### config.mk
export PLATFORM = sky130hd
export DESIGN_NAME = pcs_rx_sync_top
export DESIGN_NICKNAME = d
export VERILOG_FILES = /design/src/verilog/blksync_pkg.sv /design/src/verilog/serial_to_parallel.sv /design/src/verilog/block_sync_fsm.sv /design/src/verilog/block_sync_module.sv /design/src/verilog/descrambler_64b.sv /design/src/verilog/pcs_rx_sync_top.sv
export VERILOG_INCLUDE_DIRS = /design/src /design/src/include
export SDC_FILE = /design/constraint.sdc
export NUM_CORES = 1
export LEC_CHECK = 0
export BUFFER_PORTS_ARGS = -buffer_cell sky130_fd_sc_hd__buf_2
export CELL_PAD_IN_SITES_DETAIL_PLACEMENT = 1
export CELL_PAD_IN_SITES_GLOBAL_PLACEMENT = 2
export CORE_MARGIN = 5
export CORE_UTILIZATION = 46
export DETAILED_ROUTE_END_ITERATION = 8
export PLACE_DENSITY_LB_ADDON = 0.1
export SLEW_MARGIN = 30
export SYNTH_ARGS = -nofsm -noshare
export SYNTH_HDL_FRONTEND = slang
export SYNTH_HIERARCHICAL = 1
export SYNTH_SLANG_ARGS = --single-unit
### constraint.sdc
create_clock -name i_clock -period 12.35 [get_ports i_clock]
set_input_delay 0.6175 -clock i_clock [delete_from_list [all_inputs] [get_ports i_clock]]
set_output_delay 0.6175 -clock i_clock [all_outputs]
set_load 0.03 [all_outputs]
### src/include/blksync_settings.svh
// Block sync settings

`ifndef BLKSYNC_SETTINGS_SVH
`define BLKSYNC_SETTINGS_SVH

// coded block width, two header bits plus 64 payload bits
`define BLKSYNC_NB_BLOCK 66

// headers tested per window, while searching and while locked
`define BLKSYNC_SH_WINDOW 64

// invalid headers within one locked window that drop lock
`define BLKSYNC_INVALID_LIMIT 16

`endif

### src/verilog/blksync_pkg.sv
// Block sync types

`default_nettype none

`include "blksync_settings.svh"

package blksync_pkg;

    // lock search states
    typedef enum logic [2:0]
    {
        ST_LOCK_INIT = 3'd0,  // entered from reset or signal loss
        ST_RESET_CNT = 3'd1,  // clear header and invalid counts
        ST_TEST_SH   = 3'd2,  // unlocked, one header per word
        ST_SLIP      = 3'd3,  // move search offset by one bit
        ST_LOCKED    = 3'd4   // block boundary found
    } sync_state_t;

    // 64b/66b coded block, header first on the line
    // header 01 is a data block, 10 a control block, 00 and 11 are invalid
    typedef struct packed
    {
        logic [1:0]                    sh;
        logic [`BLKSYNC_NB_BLOCK-3:0]  payload;
    } coded_block_t;

endpackage

`default_nettype wire

### src/verilog/serial_to_parallel.sv
// Serial to parallel converter

`default_nettype none

`include "blksync_settings.svh"

module serial_to_parallel
(
    input  wire                          i_clock,
    input  wire                          i_rst_n,
    input  wire                          i_bit,
    input  wire                          i_bit_valid,
    output logic [`BLKSYNC_NB_BLOCK-1:0] o_word,        // bit 65 is the oldest bit
    output logic                         o_word_valid
);

    localparam int NB_BIT_CNT = $clog2(`BLKSYNC_NB_BLOCK);
    localparam logic [NB_BIT_CNT-1:0] LAST_BIT = NB_BIT_CNT'(`BLKSYNC_NB_BLOCK - 1);

    logic [`BLKSYNC_NB_BLOCK-1:0] shift_reg;
    logic [NB_BIT_CNT-1:0]        bit_cnt;

    // new bits enter at the bottom, so the first bit ends up on top
    always_ff @(posedge i_clock)
    begin
        if (i_bit_valid)
        begin
            shift_reg <= {shift_reg[`BLKSYNC_NB_BLOCK-2:0], i_bit};
        end
    end

    // word framing here is arbitrary, the block sync finds the boundary
    always_ff @(posedge i_clock)
    begin
        if (!i_rst_n)
        begin
            bit_cnt      <= '0;
            o_word_valid <= 1'b0;
        end
        else
        begin
            o_word_valid <= i_bit_valid && (bit_cnt == LAST_BIT);  // one cycle pulse
            if (i_bit_valid)
            begin
                if (bit_cnt == LAST_BIT)
                    bit_cnt <= '0;
                else
                    bit_cnt <= bit_cnt + 1'b1;
            end
        end
    end

    assign o_word = shift_reg;

endmodule

`default_nettype wire

### src/verilog/block_sync_fsm.sv
// Block lock state machine

`default_nettype none

`include "blksync_settings.svh"

module block_sync_fsm
    import blksync_pkg::*;
(
    input  wire                                  i_clock,
    input  wire                                  i_rst_n,
    input  wire                                  i_word_valid,
    input  wire                                  i_signal_ok,
    input  wire                                  i_sh_valid,
    output logic [$clog2(`BLKSYNC_NB_BLOCK)-1:0] o_search_index,
    output logic [$clog2(`BLKSYNC_NB_BLOCK)-1:0] o_block_index,
    output logic                                 o_block_lock
);

    localparam int NB_INDEX   = $clog2(`BLKSYNC_NB_BLOCK);
    localparam int NB_SH_CNT  = $clog2(`BLKSYNC_SH_WINDOW + 1);
    localparam int NB_INV_CNT = $clog2(`BLKSYNC_INVALID_LIMIT + 1);

    localparam logic [NB_INDEX-1:0]   LAST_INDEX = NB_INDEX'(`BLKSYNC_NB_BLOCK - 1);
    localparam logic [NB_SH_CNT-1:0]  SH_WINDOW  = NB_SH_CNT'(`BLKSYNC_SH_WINDOW);
    localparam logic [NB_INV_CNT-1:0] INV_LIMIT  = NB_INV_CNT'(`BLKSYNC_INVALID_LIMIT);

    sync_state_t           state;
    logic [NB_SH_CNT-1:0]  sh_cnt;       // headers seen in this window
    logic [NB_INV_CNT-1:0] inv_cnt;      // invalid headers in this window
    logic [NB_SH_CNT-1:0]  sh_cnt_inc;
    logic [NB_INV_CNT-1:0] inv_cnt_inc;
    logic                  window_done;
    logic                  inv_limit_hit;

    // counts including the header under test
    assign sh_cnt_inc    = sh_cnt + 1'b1;
    assign inv_cnt_inc   = inv_cnt + NB_INV_CNT'(!i_sh_valid);
    assign window_done   = (sh_cnt_inc == SH_WINDOW);
    assign inv_limit_hit = (inv_cnt_inc == INV_LIMIT);

    always_ff @(posedge i_clock)
    begin
        if (!i_rst_n)
        begin
            state          <= ST_LOCK_INIT;
            o_search_index <= '0;
            o_block_index  <= '0;
            sh_cnt         <= '0;
            inv_cnt        <= '0;
            o_block_lock   <= 1'b0;
        end
        else if (!i_signal_ok)
        begin
            state        <= ST_LOCK_INIT;  // offsets are kept, search resumes there
            o_block_lock <= 1'b0;
        end
        else
        begin
            case (state)
                ST_LOCK_INIT:
                begin
                    o_block_lock <= 1'b0;
                    state        <= ST_RESET_CNT;
                end
                ST_RESET_CNT:
                begin
                    sh_cnt  <= '0;
                    inv_cnt <= '0;
                    state   <= ST_TEST_SH;
                end
                ST_TEST_SH:
                begin
                    // while searching a single bad header means wrong offset
                    if (i_word_valid)
                    begin
                        if (!i_sh_valid)
                        begin
                            state <= ST_SLIP;
                        end
                        else if (window_done)
                        begin
                            o_block_lock  <= 1'b1;
                            o_block_index <= o_search_index;
                            sh_cnt        <= '0;
                            inv_cnt       <= '0;
                            state         <= ST_LOCKED;
                        end
                        else
                        begin
                            sh_cnt <= sh_cnt_inc;
                        end
                    end
                end
                ST_SLIP:
                begin
                    if (o_search_index == LAST_INDEX)
                        o_search_index <= '0;
                    else
                        o_search_index <= o_search_index + 1'b1;
                    state <= ST_RESET_CNT;
                end
                ST_LOCKED:
                begin
                    if (i_word_valid)
                    begin
                        if (inv_limit_hit)
                        begin
                            o_block_lock <= 1'b0;  // too many errors, look elsewhere
                            state        <= ST_SLIP;
                        end
                        else if (window_done)
                        begin
                            sh_cnt  <= '0;         // fresh window
                            inv_cnt <= '0;
                        end
                        else
                        begin
                            sh_cnt  <= sh_cnt_inc;
                            inv_cnt <= inv_cnt_inc;
                        end
                    end
                end
                default:
                begin
                    state <= ST_LOCK_INIT;
                end
            endcase
        end
    end

    // lock flag and state register must agree on every edge
    a_lock_in_locked: assert property (@(posedge i_clock) disable iff (!i_rst_n)
        o_block_lock |-> (state == ST_LOCKED));

    a_search_range: assert property (@(posedge i_clock) disable iff (!i_rst_n)
        o_search_index <= LAST_INDEX);

endmodule

`default_nettype wire

### src/verilog/block_sync_module.sv
// Block synchronizer

`default_nettype none

`include "blksync_settings.svh"

module block_sync_module
    import blksync_pkg::*;
(
    input  wire                          i_clock,
    input  wire                          i_rst_n,
    input  wire [`BLKSYNC_NB_BLOCK-1:0]  i_word,
    input  wire                          i_word_valid,
    input  wire                          i_signal_ok,
    output coded_block_t                 o_block,
    output logic                         o_block_valid,
    output logic                         o_block_lock
);

    localparam int NB_INDEX  = $clog2(`BLKSYNC_NB_BLOCK);
    localparam int NB_WINDOW = 2 * `BLKSYNC_NB_BLOCK;

    logic [`BLKSYNC_NB_BLOCK-1:0] word_prev;
    logic [NB_WINDOW-1:0]         window;      // previous word on top
    logic [NB_INDEX-1:0]          search_index;
    logic [NB_INDEX-1:0]          block_index;
    logic                         sh_valid;

    always_ff @(posedge i_clock)
    begin
        if (!i_rst_n || !i_signal_ok)
            word_prev <= '0;
        else if (i_word_valid)
            word_prev <= i_word;
    end

    assign window = {word_prev, i_word};

    // offsets count from the oldest bit of the window
    assign sh_valid = ^window[(NB_WINDOW - 1 - search_index) -: 2];  // 01 or 10

    assign o_block       = coded_block_t'(window[(NB_WINDOW - 1 - block_index) -: `BLKSYNC_NB_BLOCK]);
    assign o_block_valid = i_word_valid;

    block_sync_fsm u_block_sync_fsm
    (
        .i_clock        (i_clock),
        .i_rst_n        (i_rst_n),
        .i_word_valid   (i_word_valid),
        .i_signal_ok    (i_signal_ok),
        .i_sh_valid     (sh_valid),
        .o_search_index (search_index),
        .o_block_index  (block_index),
        .o_block_lock   (o_block_lock)
    );

    // extraction must stay inside the 132-bit window
    a_block_index_range: assert property (@(posedge i_clock) disable iff (!i_rst_n)
        block_index <= NB_INDEX'(`BLKSYNC_NB_BLOCK - 1));

endmodule

`default_nettype wire

### src/verilog/descrambler_64b.sv
// 64b/66b payload descrambler

`default_nettype none

`include "blksync_settings.svh"

module descrambler_64b
    import blksync_pkg::*;
(
    input  wire          i_clock,
    input  wire          i_rst_n,
    input  wire          i_block_valid,
    input  coded_block_t i_block,
    output coded_block_t o_block,
    output logic         o_block_valid
);

    localparam int NB_PAYLOAD = `BLKSYNC_NB_BLOCK - 2;
    localparam int NB_STATE   = 58;  // x^58 + x^39 + 1
    localparam int TAP_NEAR   = 38;
    localparam int TAP_FAR    = 57;

    logic [NB_STATE-1:0]   scr_state;   // bit 0 holds the newest received bit
    logic [NB_STATE-1:0]   state_next;
    logic [NB_PAYLOAD-1:0] payload_next;

    // self-synchronizing, the state is fed with scrambled bits
    always_comb
    begin
        state_next = scr_state;
        for (int i = NB_PAYLOAD - 1; i >= 0; i--)
        begin
            payload_next[i] = i_block.payload[i] ^ state_next[TAP_NEAR] ^ state_next[TAP_FAR];
            state_next      = {state_next[NB_STATE-2:0], i_block.payload[i]};
        end
    end

    always_ff @(posedge i_clock)
    begin
        if (!i_rst_n)
        begin
            scr_state     <= '0;
            o_block_valid <= 1'b0;
        end
        else
        begin
            o_block_valid <= i_block_valid;
            if (i_block_valid)
                scr_state <= state_next;
        end
    end

    always_ff @(posedge i_clock)
    begin
        if (i_block_valid)
        begin
            o_block.sh      <= i_block.sh;  // header is never scrambled
            o_block.payload <= payload_next;
        end
    end

endmodule

`default_nettype wire

### src/verilog/pcs_rx_sync_top.sv
// PCS receive block sync top

`default_nettype none

`include "blksync_settings.svh"

module pcs_rx_sync_top
    import blksync_pkg::*;
(
    input  wire          i_clock,
    input  wire          i_rst_n,
    input  wire          i_bit,
    input  wire          i_bit_valid,
    input  wire          i_signal_ok,
    output coded_block_t o_block,
    output logic         o_block_valid,
    output logic         o_block_lock
);

    wire [`BLKSYNC_NB_BLOCK-1:0] word;
    wire                         word_valid;
    coded_block_t                sync_block;
    wire                         sync_block_valid;
    wire                         desc_valid;

    // only aligned blocks reach the descrambler
    assign desc_valid = sync_block_valid & o_block_lock;

    serial_to_parallel u_serial_to_parallel
    (
        .i_clock      (i_clock),
        .i_rst_n      (i_rst_n),
        .i_bit        (i_bit),
        .i_bit_valid  (i_bit_valid),
        .o_word       (word),
        .o_word_valid (word_valid)
    );

    block_sync_module u_block_sync_module
    (
        .i_clock       (i_clock),
        .i_rst_n       (i_rst_n),
        .i_word        (word),
        .i_word_valid  (word_valid),
        .i_signal_ok   (i_signal_ok),
        .o_block       (sync_block),
        .o_block_valid (sync_block_valid),
        .o_block_lock  (o_block_lock)
    );

    descrambler_64b u_descrambler_64b
    (
        .i_clock       (i_clock),
        .i_rst_n       (i_rst_n),
        .i_block_valid (desc_valid),
        .i_block       (sync_block),
        .o_block       (o_block),
        .o_block_valid (o_block_valid)
    );

endmodule

`default_nettype wire

# ---- After elaboration in Yosys (flattened, before gate mapping)
# Cells that the tools add are included.
# W data, S select, Z words.
dict set report word_totals {
  regBits 295
  inputBits 5
  wordCells 210
}
dict set report op_classes {
  reduce_logical 17
  n_addsub 6
  n_bitwise 129
  muxes 27
  shift 2
  eq_ne 15
}
# op count
set ops {}
lappend ops {{$shiftx A197 B33 Y66} 1}
lappend ops {{$shiftx A133 B33 Y2} 1}
lappend ops {{$xor A1 B1 Y1} 128}
lappend ops {{$mux W7} 7}
lappend ops {{$mux W5} 6}
lappend ops {{$add A7 B1 Y7 const B} 3}
lappend ops {{$eq A7 B7 Y1 const B} 3}
lappend ops {{$pmux W7 S3} 1}
lappend ops {{$sub A8 B7 Y9 const A} 2}
lappend ops {{$mux W3} 5}
lappend ops {{$pmux W5 S3} 1}
lappend ops {{$ne A2 B2 Y1 const B} 6}
lappend ops {{$pmux W3 S4} 1}
lappend ops {{$reduce_and A6 Y1} 2}
lappend ops {{$reduce_and A7 Y1} 1}
lappend ops {{$eq A3 B2 Y1 const B} 2}
lappend ops {{$reduce_bool A3 Y1} 2}
lappend ops {{$add A5 B1 Y5} 1}
lappend ops {{$eq A5 B5 Y1 const B} 1}
lappend ops {{$mux W1} 5}
lappend ops {{$reduce_and A5 Y1} 1}
lappend ops {{$reduce_and A2 Y1} 2}
lappend ops {{$reduce_and A4 Y1} 1}
lappend ops {{$eq A3 B1 Y1 const B} 1}
lappend ops {{10 further kinds} 12}

# ---- Depth between registers and ports, before layout
# Gate-level depths: netlist of the first run.
dict set report depth {
  depth_word 9
  mapped_depth 22
  mapped_depth_nobuf 17
}

# ---- By module
# Netlist of the first run, hierarchy kept.
# module area_per_inst_um2 cells_per_inst n_inst
set modules_own_cells {}
lappend modules_own_cells {block_sync_module 14279.9 1561 1}
lappend modules_own_cells {descrambler_64b 5326.4 383 1}
lappend modules_own_cells {serial_to_parallel 2347.3 105 1}
lappend modules_own_cells {block_sync_fsm 1692.9 186 1}
lappend modules_own_cells {pcs_rx_sync_top 6.3 1 1}

# ---- Worst setup path after synthesis of the first run
# No wires, ideal clock.
dict set report synth_path {
  path_type {register to register}
  start {reg u_block_sync_module.u_block_sync_fsm.o_search_index[2]}
  end {reg u_block_sync_module.u_block_sync_fsm.inv_cnt[2]}
  period_less_slack_ps 5628
  required_ps 12233
  t_arrival_ps 5510
  path_stages_with_launch 23
  n_path_buf 5
  setup_slack_ps 6722
  cell_sequence {dfxtp_1 buf_2 buf_2 inv_1 clkbuf_1 ha_1 clkbuf_1 clkinv_1 a221oi_1 o21ai_0 a21oi_1 nor3_1 o22ai_1 mux2i_1 inv_1 ha_1 ha_1 or4b_1 or4b_4 o221ai_4 buf_8 nor3b_2 a32o_1}
}
dict set report synth_between {
  elab_chain_len 9
}
# element line
set synth_lines {}
lappend synth_lines {{start: declaration} block_sync_fsm.sv:15} ;# output logic [$clog2(`BLKSYNC_NB_BLOCK)-1:0] o_search_index,
lappend synth_lines {{start signal: assignment} block_sync_fsm.sv:100} ;# o_search_index <= o_search_index + 1'b1;
lappend synth_lines {{$sub A8 B7 Y9 (*)} block_sync_module.sv:40} ;# assign sh_valid = ^window[(NB_WINDOW - 1 - search_index) -: 2];
lappend synth_lines {{$shiftx A133 B33 Y2 (*)} block_sync_module.sv:40}
lappend synth_lines {{$reduce_xor A2 Y1 (*)} block_sync_module.sv:40}
lappend synth_lines {{net u_block_sync_module.sh_valid} block_sync_module.sv:27} ;# logic sh_valid;
lappend synth_lines {{branches (longest 6 deep; another with $add A5 B1 Y5)} --}
lappend synth_lines {{end signal: assignment} block_sync_fsm.sv:120} ;# inv_cnt <= inv_cnt_inc;
lappend synth_lines {{end: declaration} block_sync_fsm.sv:30} ;# logic [NB_INV_CNT-1:0] inv_cnt;
# Mark *: on every way through the listed nets, which the timed path passes. The select of a mux whose other input is x is not followed.
# A chain may end at the register's enable or synchronous reset.

# ---- Worst setup path in the final report of the first run
dict set report layout_path {
  start {reg u_block_sync_module.u_block_sync_fsm.o_search_index[2]}
  end {reg u_block_sync_module.u_block_sync_fsm.sh_cnt[5]}
}
dict set report layout_between {
  elab_chain_len 8
}
# element line
set layout_lines {}
lappend layout_lines {{$sub A8 B7 Y9 (*)} block_sync_module.sv:40}
lappend layout_lines {{$shiftx A133 B33 Y2 (*)} block_sync_module.sv:40}
lappend layout_lines {{$reduce_xor A2 Y1 (*)} block_sync_module.sv:40}
lappend layout_lines {{net u_block_sync_module.sh_valid} block_sync_module.sv:27}
lappend layout_lines {{$logic_not A1 Y1} --}
lappend layout_lines {{$add A5 B1 Y5} block_sync_fsm.sv:38} ;# assign inv_cnt_inc = inv_cnt + NB_INV_CNT'(!i_sh_valid);
lappend layout_lines {{$eq A5 B5 Y1} block_sync_fsm.sv:40} ;# assign inv_limit_hit = (inv_cnt_inc == INV_LIMIT);
lappend layout_lines {{$ne A2 B2 Y1 (no line)} --}
lappend layout_lines {{$reduce_and A6 Y1 (no line) (*)} --}
lappend layout_lines {{end signal: assignment} block_sync_fsm.sv:91} ;# sh_cnt <= sh_cnt_inc;
lappend layout_lines {{end signal: assignment} block_sync_fsm.sv:119} ;# sh_cnt <= sh_cnt_inc;
lappend layout_lines {{end: declaration} block_sync_fsm.sv:29} ;# logic [NB_SH_CNT-1:0] sh_cnt;
# Mark *: on every way through the listed nets, which the timed path passes. The rest lies on a longest branch.

==> summary.txt, run 1 <==
PortBufs -> 72
DRT Pass-1 Iters -> 5
Most frequent cells in the layout -> mux2i_1, nor2_1, mux4_2
RSZ-0062 raised after global routing -> false
Residual DRC count -> 0
CP Class -> register to register
Final Setup Violations -> 0
Leading cell type in the layout, fill and taps excluded -> mux2i_1
Required time worst endpoint -> 12.82 ns
Die H -> 237 um
Sink Count -> 295
Layout cells sized above 1 -> 0.227
Htree depth -> 2
Initial antenna violation count -> 3
Vias -> 20000
Leak -> 8.34 nW
Drt total wl -> 96100 um
F_max -> 0.141 GHz
Hold Path Class -> primary input to register
Routed vias/inst -> 6.89
Reg-to-reg slack, setup -> 5.28 ns
GPL Wtd Cong -> 1.00
Nets -> 2210
Final Hold Fails -> 0
Worst setup SP type -> register
ANT cells -> 0
Synth Net Count -> 2250
Yosys cell types -> 87
CTS Buf Count -> 37
Postcts setup bufs -> 0
Starting DRT DRC Count -> 2218
Max Cap Viol -> 0
Die area -> 56100 um^2
Post-CTS Resized -> 0
Die extent in x -> 237 um
Rel. slew slack -> 0.292
Max FO, Critical Path -> 41
Synthesized flop and latch total -> 295
First-pass GRT wire length -> 141000 um
Ys Warns -> 6
CTS Root Cell -> clkbuf_16
Main synth FF type -> dfxtp_1
Core ar. -> 51100 um^2
IO Count -> 73
Layout Cells excl Fill -> 2904
Clk_lat worst skew -> 0.57 ns
WL/cell -> 33.1 um
WHS -> 0.229 ns
Asr flop ratio synth -> 0
Period utilisation layout -> 0.572
Setup ws final -> 5.28 ns
RR Endpoint -> u_block_sync_module/u_block_sync_fsm/sh_cnt[5]$_SDFFE_PN0P_
GRT Overall Usage -> 0.333
Critical Path End Type -> register
Final Max Tran Viols -> 0
Pre-CTS WS -> 5.27 ns
Outcome -> finished, final reports clean
Largest net degree at the start of global routing -> 78
Mapped cell area -> 23700 um^2
Critical path arrival -> 7.53 ns
Largest buffer count on any clock path -> 3
Layer carrying the most global-route usage -> met2
Setup total negative slack -> 0 ns
PD cells -> 88.7 nW/um^2
GRT met3 Usage -> 0.0709
Area Growth Syn to Fin -> 7.93%
Seq/Total Area, Yosys -> 0.306
# hold bufs at CTS -> 0
Number of global-route vias before repair -> 19800
Pin slew with the least headroom to its limit -> 1.06 ns
Worst VDD drop -> 0.112 mV
CTS tree -> yes
Fin Clk Skew -> 0.0221 ns
GRT overflow -> 0
Number of synthesized flops with an enable pin -> 132
Clock Pin Slew Worst Setup and Hold Paths -> 0.06 ns
CP Capture Point -> u_block_sync_module/u_block_sync_fsm/sh_cnt[5]$_SDFFE_PN0P_
Cells after DPL -> 2837
Post-Synthesis Cells -> 2236
Post-route ant nets -> 0
Syn Area/Cell -> 10.6 um^2
Post-DP HPWL -> 72700 um
Min Tclk post-route -> 7.07 ns
Worst R2R Path Depth -> 18
Initial core utilization -> 0.463
Met2 GRT Util -> 0.491
M1 GR Usage -> 0.466
# rows -> 83
cells by family (layout without fill, tap and decap cells):
family          Yosys count  after routing  share of synthesized area
xor+xnor                147            147                     0.0544
mux                     593            593                      0.364
fa+ha+maj                 9              9                    0.00476
compound gates          415            415                      0.118
flops                   295            295                      0.306
buf+inv                 203            191                     0.0413
simple gates            574            574                      0.112
flip-flops by register name (all words and copies together), names as in the netlist:
register,count
u_block_sync_module/u_block_sync_fsm/o_block_lock,1
u_block_sync_module/word_prev,66
u_block_sync_module/u_block_sync_fsm/o_search_index,7
u_descrambler_64b/scr_state,58
u_block_sync_module/u_block_sync_fsm/state,3
u_serial_to_parallel/o_word,66
u_descrambler_64b/o_block_valid,1
u_block_sync_module/u_block_sync_fsm/sh_cnt,7
u_descrambler_64b/o_block,66
u_block_sync_module/u_block_sync_fsm/o_block_index,7
u_serial_to_parallel/bit_cnt,7
u_serial_to_parallel/o_word_valid,1
u_block_sync_module/u_block_sync_fsm/inv_cnt,5
cells in the mapped netlist, drive strengths merged, types with 23 or more instances:
master,instances,area share
mux2i,294,0.13
mux4,202,0.19
nand2,174,0.028
a22oi,23,0.0073
buf,100,0.025
o21ai,94,0.020
nand3,31,0.0066
edfxtp,132,0.17
mux2,97,0.046
o221ai,25,0.010
clkbuf,84,0.013
a21oi,91,0.019
nor2b,68,0.018
dfxtp,163,0.14
nor2,204,0.032
o22ai,39,0.010
xnor2,136,0.050
per-stage QoR:
step / total power, W / cell area, um^2 / utilization
final: 0.00226 / 25500 / 0.500
after global routing: 0.00234 / 25500 / 0.500
after CTS: 0.00229 / 25500 / 0.499
after detailed placement: 0.00121 / 24300 / 0.476
after global placement: 0.00121 / 24300 / 0.475
after floorplan: 0.00115 / 23700 / -
cell type report:
cell class	count	area, um^2
Sequential cell	295	7250
Fill cell	5511	25600
Clock buffer	48	1040
Inverter	19	76.3
Tap cell	680	851
Multi-Input combinational cell	1738	15500
Timing Repair Buffer	105	634
Clock inverter	19	156
critical path, cell delays in order, from the launching register on:
cell and delay, ns:
dfxtp_2 0.31, buf_4 0.46, inv_1 0.43, ha_1 0.82, clkinv_1 0.47, a21o_1 0.27
a31oi_1 0.15, nor2_1 0.06, o311ai_0 0.39, o22ai_1 0.17, mux2i_1 0.72, inv_1 0.20
ha_1 0.29, ha_1 0.31, or4b_1 0.54, or4b_4 0.51, o221ai_4 0.43, o311ai_0 0.26
o31ai_1 0.13
how the worst min path moves through the flow:
stage | to | cells past startpoint | slack, ns | startpoint
after floorplan | u_block_sync_module/u_block_sync_fsm/inv_cnt[0]$_SDFFE_PN0P_ | 2 | 0.45 | u_block_sync_module/u_block_sync_fsm/inv_cnt[0]$_SDFFE_PN0P_
after global placement | u_serial_to_parallel/bit_cnt[6]$_SDFFE_PN0P_ | 2 | 0.48 | u_serial_to_parallel/bit_cnt[6]$_SDFFE_PN0P_
after detailed placement | u_serial_to_parallel/bit_cnt[6]$_SDFFE_PN0P_ | 2 | 0.48 | u_serial_to_parallel/bit_cnt[6]$_SDFFE_PN0P_
after CTS | u_serial_to_parallel/o_word[0]$_DFFE_PP_ | 1 | 0.21 | i_bit
after global routing | u_serial_to_parallel/o_word[0]$_DFFE_PP_ | 1 | 0.22 | i_bit
final | u_serial_to_parallel/o_word[0]$_DFFE_PP_ | 1 | 0.23 | i_bit
per-layer routing:
layer / part of all wire / vias up
met2: 0.43 / 1051
met4: 0.061 / 2
met5: 0.00014 / -
met1: 0.41 / 10200
met3: 0.090 / 207
li1: - / 8497
power by group:
group | leakage (nW) | switching, W | internal [W] | total, W
clock network | 0.586 | 0.000447 | 0.000619 | 0.00107
logic | 5.18 | 0.0000782 | 0.0000537 | 0.000132
registers | 2.57 | 0.0000351 | 0.00103 | 0.00107
total | 8.34 | 0.000560 | 0.00170 | 0.00226
Power figures use the tool's default switching activity.
==> run 2: changes to the inputs <==
--- a/config.mk
+++ b/config.mk
@@ -6,11 +6,12 @@
 export SDC_FILE = /design/constraint.sdc
 export NUM_CORES = 1
 export LEC_CHECK = 0
+export ABC_AREA = 1
 export BUFFER_PORTS_ARGS = -buffer_cell sky130_fd_sc_hd__buf_2
 export CELL_PAD_IN_SITES_DETAIL_PLACEMENT = 1
 export CELL_PAD_IN_SITES_GLOBAL_PLACEMENT = 2
 export CORE_MARGIN = 5
-export CORE_UTILIZATION = 46
+export CORE_UTILIZATION = 34
 export DETAILED_ROUTE_END_ITERATION = 8
 export PLACE_DENSITY_LB_ADDON = 0.1
 export SLEW_MARGIN = 30
==> constraint.sdc (replaced) <==
create_clock -name i_clock -period 6.55 [get_ports i_clock]
set_input_delay 0.3275 -clock i_clock [delete_from_list [all_inputs] [get_ports i_clock]]
set_output_delay 0.3275 -clock i_clock [all_outputs]
set_load 0.03 [all_outputs]
==> run 2 against run 1 <==
  * Sequential cell count is the same
  * Critical endpoint is now u_block_sync_module/u_block_sync_fsm/inv_cnt[3]$_SDFFE_PN0P_
  * Clock skew grew 0.0011 ns
  * Maximum frequency grew 41%
  * Synthesized cell count grew 92%
  * Final area grew 6.2%
  * Die area grew 41%
  * Sequential share of layout area shrank 1.7 points
  * Global-route usage shrank 3.9 points
  * Largest cell class unchanged
==> summary.txt, run 2 <==
Required time worst endpoint -> 7.00 ns
# rows -> 99
Final Max Tran Viols -> 0
Max Cap Viol -> 0
Setup total negative slack -> 0 ns
Worst setup SP type -> register
Post-synth top area share -> 0.227
CTS tree -> yes
Synth Net Count -> 4317
Critical Path End Type -> register
Switch share -> 0.263
Area Growth Syn to Fin -> 8.27%
Residual DRC count -> 0
Crit path largest cell delay -> 0.77 ns
Clk pwr share -> 0.491
Post-CTS Resized -> 0
Clock Pin Slew Worst Setup and Hold Paths -> 0.05 ns
Setup ws final -> 1.55 ns
Htree depth -> 2
Starting DRT DRC Count -> 2857
Ys Warns -> 6
WL/cell -> 23.1 um
Seq/Total Area, Yosys -> 0.289
Syn Area/Cell -> 5.82 um^2
RSZ-0062 raised after global routing -> false
First-pass GRT wire length -> 179000 um
Mapped cell area -> 25000 um^2
Layer carrying the most global-route usage -> met2
Drt total wl -> 120000 um
CTS Buf Count -> 39
Main synth FF type -> dfxtp_1
Fin Clk Skew -> 0.0232 ns
Net switching power figure -> 0.00118 W
Rel. slew slack -> 0.290
Sequential share of power -> 0.443
Initial core utilization -> 0.343
Worst hold start -> i_signal_ok
CP Class -> register to register
Number of global-route vias before repair -> 27800
Largest net degree at the start of global routing -> 91
Die extent in x -> 281 um
Leading cell type in the layout, fill and taps excluded -> nand2_1
Vias -> 28800
Critical path arrival -> 5.45 ns
CP Capture Point -> u_block_sync_module/u_block_sync_fsm/inv_cnt[3]$_SDFFE_PN0P_
RR Endpoint -> u_block_sync_module/u_block_sync_fsm/inv_cnt[3]$_SDFFE_PN0P_
Postcts setup bufs -> 0
IO Count -> 73
Final Setup Violations -> 0
CTS Root Cell -> clkbuf_16
Post-layout util -> 0.372
PortBufs -> 72
Crit-path most repeated cell -> nand2_1
Cell Area, Placed -> 25800 um^2
Reg-to-reg slack, setup -> 1.55 ns
Die H -> 281 um
GPL Wtd Cong -> 0.990
M1 GR Usage -> 0.410
Max FO, Critical Path -> 54
Pre-CTS WS -> 1.65 ns
Post-route ant nets -> 0
Worst VDD drop -> 0.222 mV
Most numerous cell in the Yosys netlist -> nand2_1
Die area -> 79200 um^2
Dominant cell type by area after synthesis -> nand2_1
WP buf/inv -> 4
Clk_lat worst skew -> 0.58 ns
F_max -> 0.200 GHz
Yosys cell types -> 49
Final non-filler cell area -> 27100 um^2
Sink Count -> 295
Core ar. -> 73000 um^2
Period utilisation layout -> 0.763
DRT Pass-1 Iters -> 6
CP top delay family -> simple AND/OR/NAND/NOR gates
ANT cells -> 0
PD cells -> 165 nW/um^2
Gate power share -> 0.066
Worst R2R Path Depth -> 28
Most frequent cells in the layout -> nand2_1, nand3_1, inv_1
Slowest CP cell -> dfxtp_4
Synthesized flop and latch total -> 295
Asr flop ratio synth -> 0
Ranking of synthesized cells by area -> nand2_1, nand3_1, edfxtp_1, dfxtp_1, inv_1
# hold bufs at CTS -> 1
GRT Overall Usage -> 0.294
GRT met3 Usage -> 0.0546
Nets -> 4207
GRT overflow -> 0
Final Hold Fails -> 0
Layout cells sized above 1 -> 0.0575
Met2 GRT Util -> 0.450
Post-synth top cells -> nand2_1, nand3_1, inv_1
Total stage count of the critical path -> 28
Routed vias/inst -> 5.56
Internal -> 0.00330 W
Hold Path Class -> primary input to register
Initial antenna violation count -> 2
Pin slew with the least headroom to its limit -> 1.05 ns
Number of synthesized flops with an enable pin -> 132
Leak -> 11.9 nW
Post-DP HPWL -> 91300 um
Outcome -> finished, final reports clean
Post-Synthesis Cells -> 4303
Largest buffer count on any clock path -> 3
Min Tclk post-route -> 5.00 ns
run 2: per-layer routing:
| layer | share of wire | vias up | wire [um] |
|---|---|---|---|
| li1 | - | 14000 | - |
| met1 | 0.45 | 13800 | 54500 |
| met2 | 0.43 | 815 | 51300 |
| met3 | 0.069 | 179 | 8300 |
| met4 | 0.049 | 2 | 5880 |
| met5 | 0.00011 | - | 13 |
run 2: cells by family after synthesis:
kind of cell / share of synthesized area
xor gates and xnor gates: 0.00175
AOI/OAI and AO/OA: 0.101
and+or+nand+nor: 0.499
adders and majority gates: 0.00450
DFF: 0.289
muxes: 0.000400
buffers and inverters: 0.105
run 2: how the worst min path moves through the flow:
stage / to / slack [ns] / cells after the start
floorplan: u_serial_to_parallel/o_word[0]$_DFFE_PP_ / 0.43 / 0
global placement: u_serial_to_parallel/o_word[47]$_DFFE_PP_ / 0.43 / 0
detailed placement: u_serial_to_parallel/o_word[47]$_DFFE_PP_ / 0.45 / 0
CTS: u_block_sync_module/u_block_sync_fsm/state[0]$_SDFFE_PN0P_ / 0.10 / 3
global route: u_block_sync_module/u_block_sync_fsm/state[0]$_SDFFE_PN0P_ / 0.13 / 3
finish: u_block_sync_module/u_block_sync_fsm/state[0]$_SDFFE_PN0P_ / 0.13 / 3
run 2: layout make-up:
| cell class | instances | area, um^2 |
|---|---|---|
| Tap cell | 959 | 1200 |
| Clock buffer | 45 | 1020 |
| Clock inverter | 26 | 258 |
| Fill cell | 9907 | 45800 |
| Inverter | 354 | 1350 |
| Timing Repair Buffer | 124 | 817 |
| Sequential cell | 295 | 7250 |
| Multi-Input combinational cell | 3379 | 15200 |
run 2: worst reg2reg max path: cells and delay by family, from the launching register on:
family	cells	cell delay [ns]
adder cells (fa/ha/maj)	2	0.53
AND/OR/NAND/NOR	22	2.57
flip-flops	1	0.77
buffers and inverters	4	1.03
run 2: power groups by stage:
stage	Clock [W]	Combinational [W]	Sequential, W
after detailed placement	0	0.000291	0.00202
final	0.00220	0.000296	0.00198
after global placement	0	0.000290	0.00202
after CTS	0.00226	0.000293	0.00198
after global routing	0.00235	0.000323	0.00199
after floorplan	0	0.000175	0.00201
run 2: through the flow:
step | power [W] | cells | hold slack (ns)
2_1_floorplan | 0.00218 | 4303 | 0.426
3_3_place_gp | 0.00231 | 5109 | 0.433
3_5_place_dp | 0.00231 | 5109 | 0.447
4_1_cts | 0.00454 | 5181 | 0.105
5_1_grt | 0.00466 | 5182 | 0.133
6_report | 0.00448 | 5182 | 0.126
